$ cat src/vred_pkg.sv
package vred_pkg;

    // Vector engine sizes
    localparam int LANES        = 8;
    localparam int LEVELS       = $clog2(LANES);
    localparam int NUM_ELEMENTS = 8;
    localparam int IDX_W        = $clog2(NUM_ELEMENTS);
    // Alignment depth for payloads that travel beside the compare tree
    localparam int PIPE_STAGES  = LEVELS;

    typedef struct packed {
        logic       sign;
        logic [4:0] exponent;
        logic [9:0] mantissa;
    } fp16_t;

    typedef fp16_t [NUM_ELEMENTS-1:0] vec_t;

    typedef enum logic {
        RED_MAX = 1'b0,
        RED_MIN = 1'b1
    } red_op_e;

    typedef struct packed {
        red_op_e          op;
        logic [IDX_W-1:0] imm;
        logic             broadcast;
        logic             clear;
    } red_ctrl_t;

    typedef struct packed {
        logic      valid;
        vec_t      lanes;
        vec_t      dest;
        red_ctrl_t ctrl;
    } red_req_t;

    typedef struct packed {
        logic valid;
        vec_t result;
    } red_rsp_t;

    // Sign-magnitude order, so -0 sits just below +0
    function automatic logic fp16_less(fp16_t a, fp16_t b);
        logic [14:0] mag_a;
        logic [14:0] mag_b;
        mag_a = {a.exponent, a.mantissa};
        mag_b = {b.exponent, b.mantissa};
        if (a.sign != b.sign) begin
            return a.sign;
        end
        // Negative values order by reversed magnitude
        if (a.sign) begin
            return mag_a > mag_b;
        end
        return mag_a < mag_b;
    endfunction

    function automatic fp16_t fp16_pick(fp16_t a, fp16_t b, red_op_e op);
        if (op == RED_MAX) begin
            return fp16_less(a, b) ? b : a;
        end
        return fp16_less(a, b) ? a : b;
    endfunction

endpackage

$ cat src/vred_delay_line.sv
`timescale 1ns/1ns

module vred_delay_line #(
    parameter type payload_t = logic,
    parameter int  STAGES    = 1
) (
    input  logic     CLK,
    input  logic     nRST,
    input  logic     valid,
    input  payload_t data_in,
    output payload_t data_out
);

    payload_t          stage_q [STAGES];
    payload_t          stage_d [STAGES];
    logic [STAGES-1:0] vld_q;
    // Load enable per stage, plus the valid leaving the last stage on top
    logic [STAGES:0]   en;

    assign en = {vld_q, valid};

    always_comb begin
        stage_d[0] = data_in;
        for (int s = 1; s < STAGES; s++) begin
            stage_d[s] = stage_q[s-1];
        end
    end

    always_ff @(posedge CLK or negedge nRST) begin
        if (!nRST) begin
            vld_q <= '0;
            for (int s = 0; s < STAGES; s++) begin
                stage_q[s] <= '0;
            end
        end else begin
            vld_q <= en[STAGES-1:0];
            // Idle stages hold, so separate requests can share the chain
            for (int s = 0; s < STAGES; s++) begin
                if (en[s]) begin
                    stage_q[s] <= stage_d[s];
                end
            end
        end
    end

    assign data_out = stage_q[STAGES-1];

    // A payload reaching the end was loaded from a known input
    a_out_known: assert property (@(posedge CLK) disable iff (!nRST)
        en[STAGES] |-> !$isunknown(data_out));

endmodule

$ cat src/vred_tree.sv
`timescale 1ns/1ns

module vred_tree import vred_pkg::*; (
    input  logic    CLK,
    input  logic    nRST,
    input  logic    valid_in,
    input  red_op_e op,
    input  vec_t    lanes_in,
    output fp16_t   data_out,
    output logic    valid_out
);

    // Level l keeps LANES >> (l+1) live entries in its low slots
    vec_t              lvl_q   [LEVELS];
    vec_t              lvl_in  [LEVELS];
    red_op_e           op_q    [LEVELS];
    red_op_e           op_in   [LEVELS];
    logic [LEVELS-1:0] vld_q;
    logic [LEVELS-1:0] vld_in;

    // Pairwise compare of neighbours, result packed into the low half
    function automatic vec_t pick_pairs(vec_t v, red_op_e sel);
        vec_t r;
        r = '0;
        for (int i = 0; i < LANES/2; i++) begin
            r[i] = fp16_pick(v[2*i], v[2*i+1], sel);
        end
        return r;
    endfunction

    always_comb begin
        lvl_in[0] = lanes_in;
        op_in[0]  = op;
        vld_in[0] = valid_in;
        for (int l = 1; l < LEVELS; l++) begin
            lvl_in[l] = lvl_q[l-1];
            op_in[l]  = op_q[l-1];
            vld_in[l] = vld_q[l-1];
        end
    end

    always_ff @(posedge CLK or negedge nRST) begin
        if (!nRST) begin
            vld_q <= '0;
            for (int l = 0; l < LEVELS; l++) begin
                lvl_q[l] <= '0;
                op_q[l]  <= RED_MAX;
            end
        end else begin
            vld_q <= vld_in;
            for (int l = 0; l < LEVELS; l++) begin
                // Op rides with its data so mixed MAX/MIN requests stay apart
                if (vld_in[l]) begin
                    lvl_q[l] <= pick_pairs(lvl_in[l], op_in[l]);
                    op_q[l]  <= op_in[l];
                end
            end
        end
    end

    assign data_out  = lvl_q[LEVELS-1][0];
    assign valid_out = vld_q[LEVELS-1];

    a_valid_known: assert property (@(posedge CLK) disable iff (!nRST)
        !$isunknown(valid_out));

endmodule

$ cat src/vreduction.sv
`timescale 1ns/1ns

module vreduction import vred_pkg::*; (
    input  logic     CLK,
    input  logic     nRST,
    input  red_req_t req,
    output red_rsp_t rsp
);

    red_req_t  req_q;
    fp16_t     tree_val;
    logic      tree_vld;
    vec_t      dest_al;
    red_ctrl_t ctrl_al;
    vec_t      merged;
    red_rsp_t  rsp_q;

    // Input register
    always_ff @(posedge CLK or negedge nRST) begin
        if (!nRST) begin
            req_q <= '0;
        end else begin
            req_q.valid <= req.valid;
            if (req.valid) begin
                req_q.lanes <= req.lanes;
                req_q.dest  <= req.dest;
                req_q.ctrl  <= req.ctrl;
            end
        end
    end

    vred_tree tree_i (
        .CLK       (CLK),
        .nRST      (nRST),
        .valid_in  (req_q.valid),
        .op        (req_q.ctrl.op),
        .lanes_in  (req_q.lanes),
        .data_out  (tree_val),
        .valid_out (tree_vld)
    );

    // Destination vector and controls follow the tree level by level
    vred_delay_line #(
        .payload_t (vec_t),
        .STAGES    (PIPE_STAGES)
    ) dest_dly_i (
        .CLK      (CLK),
        .nRST     (nRST),
        .valid    (req_q.valid),
        .data_in  (req_q.dest),
        .data_out (dest_al)
    );

    vred_delay_line #(
        .payload_t (red_ctrl_t),
        .STAGES    (PIPE_STAGES)
    ) ctrl_dly_i (
        .CLK      (CLK),
        .nRST     (nRST),
        .valid    (req_q.valid),
        .data_in  (req_q.ctrl),
        .data_out (ctrl_al)
    );

    // Write-back merge, broadcast first
    always_comb begin
        for (int i = 0; i < NUM_ELEMENTS; i++) begin
            if (ctrl_al.broadcast || i == int'(ctrl_al.imm)) begin
                merged[i] = tree_val;
            end else if (ctrl_al.clear) begin
                merged[i] = '0;
            end else begin
                merged[i] = dest_al[i];
            end
        end
    end

    // Output register, result holds between pulses
    always_ff @(posedge CLK or negedge nRST) begin
        if (!nRST) begin
            rsp_q <= '0;
        end else begin
            rsp_q.valid <= tree_vld;
            if (tree_vld) begin
                rsp_q.result <= merged;
            end
        end
    end

    assign rsp = rsp_q;

    a_no_bcast_clear: assert property (@(posedge CLK) disable iff (!nRST)
        req.valid |-> !(req.ctrl.broadcast && req.ctrl.clear));

endmodule

$ cat src/vred_top.sv
`timescale 1ns/1ns

module vred_top import vred_pkg::*; (
    input  logic     CLK,
    input  logic     nRST,
    input  red_req_t req,
    output red_rsp_t rsp
);

    // Single reduction unit, requests go straight in
    vreduction vred_i (
        .CLK  (CLK),
        .nRST (nRST),
        .req  (req),
        .rsp  (rsp)
    );

endmodule

$ cat config.mk
export PLATFORM = sky130hd
export DESIGN_NAME = vred_top
export DESIGN_NICKNAME = d
export VERILOG_FILES = /design/src/vred_pkg.sv /design/src/vred_delay_line.sv /design/src/vred_tree.sv /design/src/vreduction.sv /design/src/vred_top.sv
export SDC_FILE = /design/constraint.sdc
export NUM_CORES = 1
export LEC_CHECK = 0
export ABC_AREA = 0
export BUFFER_PORTS_ARGS = -buffer_cell sky130_fd_sc_hd__buf_2
export CAP_MARGIN = 25
export CORE_ASPECT_RATIO = 0.5
export CORE_MARGIN = 3
export CORE_UTILIZATION = 50
export DETAILED_ROUTE_END_ITERATION = 7
export HOLD_SLACK_MARGIN = 0.06
export PLACE_DENSITY = 0.69
export SYNTH_ARGS = -nofsm -noshare
export SYNTH_HDL_FRONTEND = slang
export SYNTH_SLANG_ARGS = --single-unit
$ cat constraint.sdc
create_clock -name CLK -period 2.6 [get_ports CLK]
set_clock_uncertainty 0.2 [all_clocks]
set_input_delay 0.39 -clock CLK [delete_from_list [all_inputs] [get_ports CLK]]
set_output_delay 0.39 -clock CLK [all_outputs]
set_load 0.02 [all_outputs]
==> metrics.txt <==
Syn-to-layout area delta=30.01%; post-layout min period=2.676 ns; H-tree lvl count=3; critical path depth in cells=8; slowest CP cell=dfrtp_1; placed cell area=45,160 sq um; clk_lat worst skew=0.68 ns; outcome=finished, violations left; most frequent cells in the layout=dfrtp_1 (901), mux2_2 (590), buf_2 (391); max_slew headroom=30.95%; final instance area=52,360 sq um; Die Y=206.7 microns; crit-path cells=ha_1, nand4_1, nor3_2, o31a_1, o2111ai_2, buf_6, o2111ai_4, o211ai_2; type of the worst setup path=flop to flop; leakage=22.96 nW; die area=84,200 sq um; grt total ovfl=0; Worst R2R Start=vred_i.tree_i.lvl_in[140]; Yosys warnings=0; Critical Path RT=2.93 ns; Max FO, Critical Path=15; Final ANT Viol Nets=0; crit start category=flop; Post-synth EDFFs=0; CTS buffer count=81; core area=78,560 sq um; Reg clk slew, reported paths=0.07 ns; GP Congestion=0.8670; gr usage total=26.21%; Unique masters post-synth=45; Min-Delay Path Class=primary input to asynchronous set/reset pin; worst reg2reg path depth=8; cell family with most CP delay=compound AO/OA/AOI/OAI gates; I/O pin count=394; chip width=407.4 microns; Least-Margin Pin Slew=1.036 ns; Syn Area/Cell=12.01 sq um; I/O Buffers=393; Total Wirelength=111.5 mm; fillers=5,756; DR pass1 iterations=5; Design Power=43.82 mW; RSZ-0062 raised after global routing=true; layout net count=4,548; VDD IR max=0.6041 mV; type of destination of the critical path=flop; vias post-DR=29,300; worst flop-to-flop path endpoint=vred_i.tree_i.lvl_in[7]; reg2reg setup slack=-0.08 ns; prevailing post-synth register cell=dfrtp_1; Max Cap Viol=0; Worst Setup SP=vred_i.tree_i.lvl_in[140]; Clock Tree Root=clkbuf_16; fmax=373.7 MHz; crit path buf inv count=1; async set-reset flop share out of synthesis=100.0%; vias per inst=5.526; WL/cell=21.04 microns; DRC violations left=0; Synth Register Bits=908; most common cell after layout, fill and taps aside=dfrtp_1; Cells after Synth=3,355; PD cells=836.9 nW/um^2; Critical Path AT=3.01 ns; Iteration-0 DRC Markers=1,846; Clock Path Buffers=3; Multi-input gate area=17,310 sq um; initial core utilization=51.27%; Detail Placement HPWL=72.66 mm; row cnt=72; FF/Latch Area=22,740 sq um; setup ws final=-0.07577 ns; Seq/Total Area, Yosys=56.41%; final worst-path cycle share=102.9%; Netlist Area Pre-Place=40,280 sq um; CTS Sinks=908; Max Slew Vio Count=0; CP max stage delay=0.43 ns; failing checks=negative setup slack; final setup vio count=42; Syn Nets=3,739; Fin. Hold Viols=0; layout cell share with drive strength beyond 1=36.89%; first-pass GRT wire length=173.7 mm; largest net degree at the start of global routing=122; CTS tree=done; vias in the first global route=30,514; Setup crit end=vred_i.tree_i.lvl_in[7]; initial antenna violation count=4
-- sequential cells by signal, indices dropped and copies added, names as in the netlist --
name	count
vred_i.ctrl_dly_i.stage_d	10
vred_i.tree_i.lvl_in	96
vred_i.req_q	263
vred_i.dest_dly_i.data_out	128
vred_i.tree_i.vld_q	3
vred_i.tree_i.op_in	2
vred_i.tree_i.data_out	16
vred_i.ctrl_dly_i.data_out	5
vred_i.rsp	129
vred_i.dest_dly_i.stage_d	256
-- Yosys cell counts (3+ instances only) --
cell type / n / area (sq um)
dfrtp_1: 908 / 22720
mux2_2: 590 / 6644
a21oi_1: 297 / 1486
clkbuf_1: 221 / 829.6
nor2_1: 203 / 762.0
nand2_1: 160 / 600.6
nor3b_1: 128 / 960.9
o21ai_0: 128 / 640.6
inv_1: 125 / 469.2
ha_1: 119 / 1489
o2111ai_1: 65 / 569.3
nand2b_1: 63 / 394.1
and2_1: 60 / 375.4
a31oi_1: 45 / 281.5
nand3_1: 45 / 225.2
o211ai_2: 40 / 500.5
o211ai_1: 22 / 165.2
nand4_1: 18 / 112.6
a211oi_1: 10 / 75.07
a21o_1: 7 / 52.55
nand3b_1: 7 / 52.55
nand4b_1: 7 / 61.31
o21a_1: 7 / 52.55
o31a_1: 7 / 61.31
o31ai_1: 7 / 52.55
buf_2: 6 / 30.03
buf_6: 6 / 67.56
o211a_1: 6 / 60.06
a2111oi_4: 4 / 110.1
and4_1: 4 / 35.03
nor3_1: 4 / 20.02
o211a_2: 4 / 40.04
o21ai_2: 4 / 35.03
o31ai_2: 4 / 50.05
a211o_1: 3 / 26.28
a22o_1: 3 / 26.28
a22oi_1: 3 / 22.52
o41ai_1: 3 / 26.28
-- what timing repair did --
action | 4_1_cts | 5_1_grt
setup buffers | 8 | 9
endpoints found under the setup margin | 83 | 103
resized for setup | 51 | 135
pin swaps | 31 | 103
endpoints found under the hold margin | 1127 | 0
cloned | 4 | 4
hold buffers | 296 | 0
-- how the worst min path moves through the flow --
stage	start	to	slack (ns)	cells after the start
2_1_floorplan	nRST	vred_i.ctrl_dly_i.data_out[0]	-0.11	0
3_3_place_gp	nRST	vred_i.tree_i.lvl_in[136]	0.08	1
3_5_place_dp	nRST	vred_i.tree_i.lvl_in[157]	0.08	1
4_1_cts	nRST	vred_i.dest_dly_i.stage_d[46]	0.15	3
5_1_grt	nRST	vred_i.req_q[146]	0.17	3
6_report	nRST	vred_i.dest_dly_i.stage_d[46]	0.19	3
-- stage by stage --
step,setup slack (ns),util (%),cells,setup TNS [ns],hold slack (ns)
6_report,-0.07577,66.66,5302,-1.578,0.1851
5_1_grt,-0.1906,66.65,5301,-7.354,0.1662
4_1_cts,-0.04885,65.36,5285,-0.5569,0.1478
3_5_place_dp,-0.3142,57.49,4832,-7.627,0.07649
3_3_place_gp,-0.2545,57.49,4832,-3.908,0.07728
2_1_floorplan,0.003223,-,3355,0,-0.1056
-- cell type report --
type | count | area share (%)
repair buffers | 956 | 14.72
multi-input cells | 2092 | 33.05
clock inverters | 28 | 0.7073
flip-flops and latches | 908 | 43.43
well taps | 1073 | 2.564
diodes | 3 | 0.01434
clock buffers | 117 | 4.609
inverters | 125 | 0.8961
-- logic make-up (layout without fill, tap and decap cells) --
family	after synthesis	count (layout)	share of synthesized area [%]
compound gates	674	678	10.86
fa+ha+maj	119	119	3.697
buf+inv	359	1226	3.476
flops	908	908	56.41
mux	590	590	16.50
other cells	0	3	0
simple gates	705	705	9.062
-- metal layers --
layer  wire length (microns)  global-route usage (%)
met1                   48540                   35.21
met2                   55450                   44.61
met3                    4508                   3.861
met4                    3049                   8.004
met5                       0                       0
-- power by group --
group	internal (mW)	total [mW]	switching, mW	leakage (nW)
clock	7.19	12.7	5.49	1.37
sequential	16.8	19.4	2.57	10.7
combinational	5.51	11.7	6.23	10.9
-- worst reg2reg max path: cells and delay by family (launching register included) --
kind | cells | cell delay, ns
fa+ha+maj | 1 | 0.34
buf+inv | 1 | 0.26
compound gates | 4 | 0.84
simple gates | 2 | 0.48
flops | 1 | 0.43
Power figures use the tool's default switching activity.
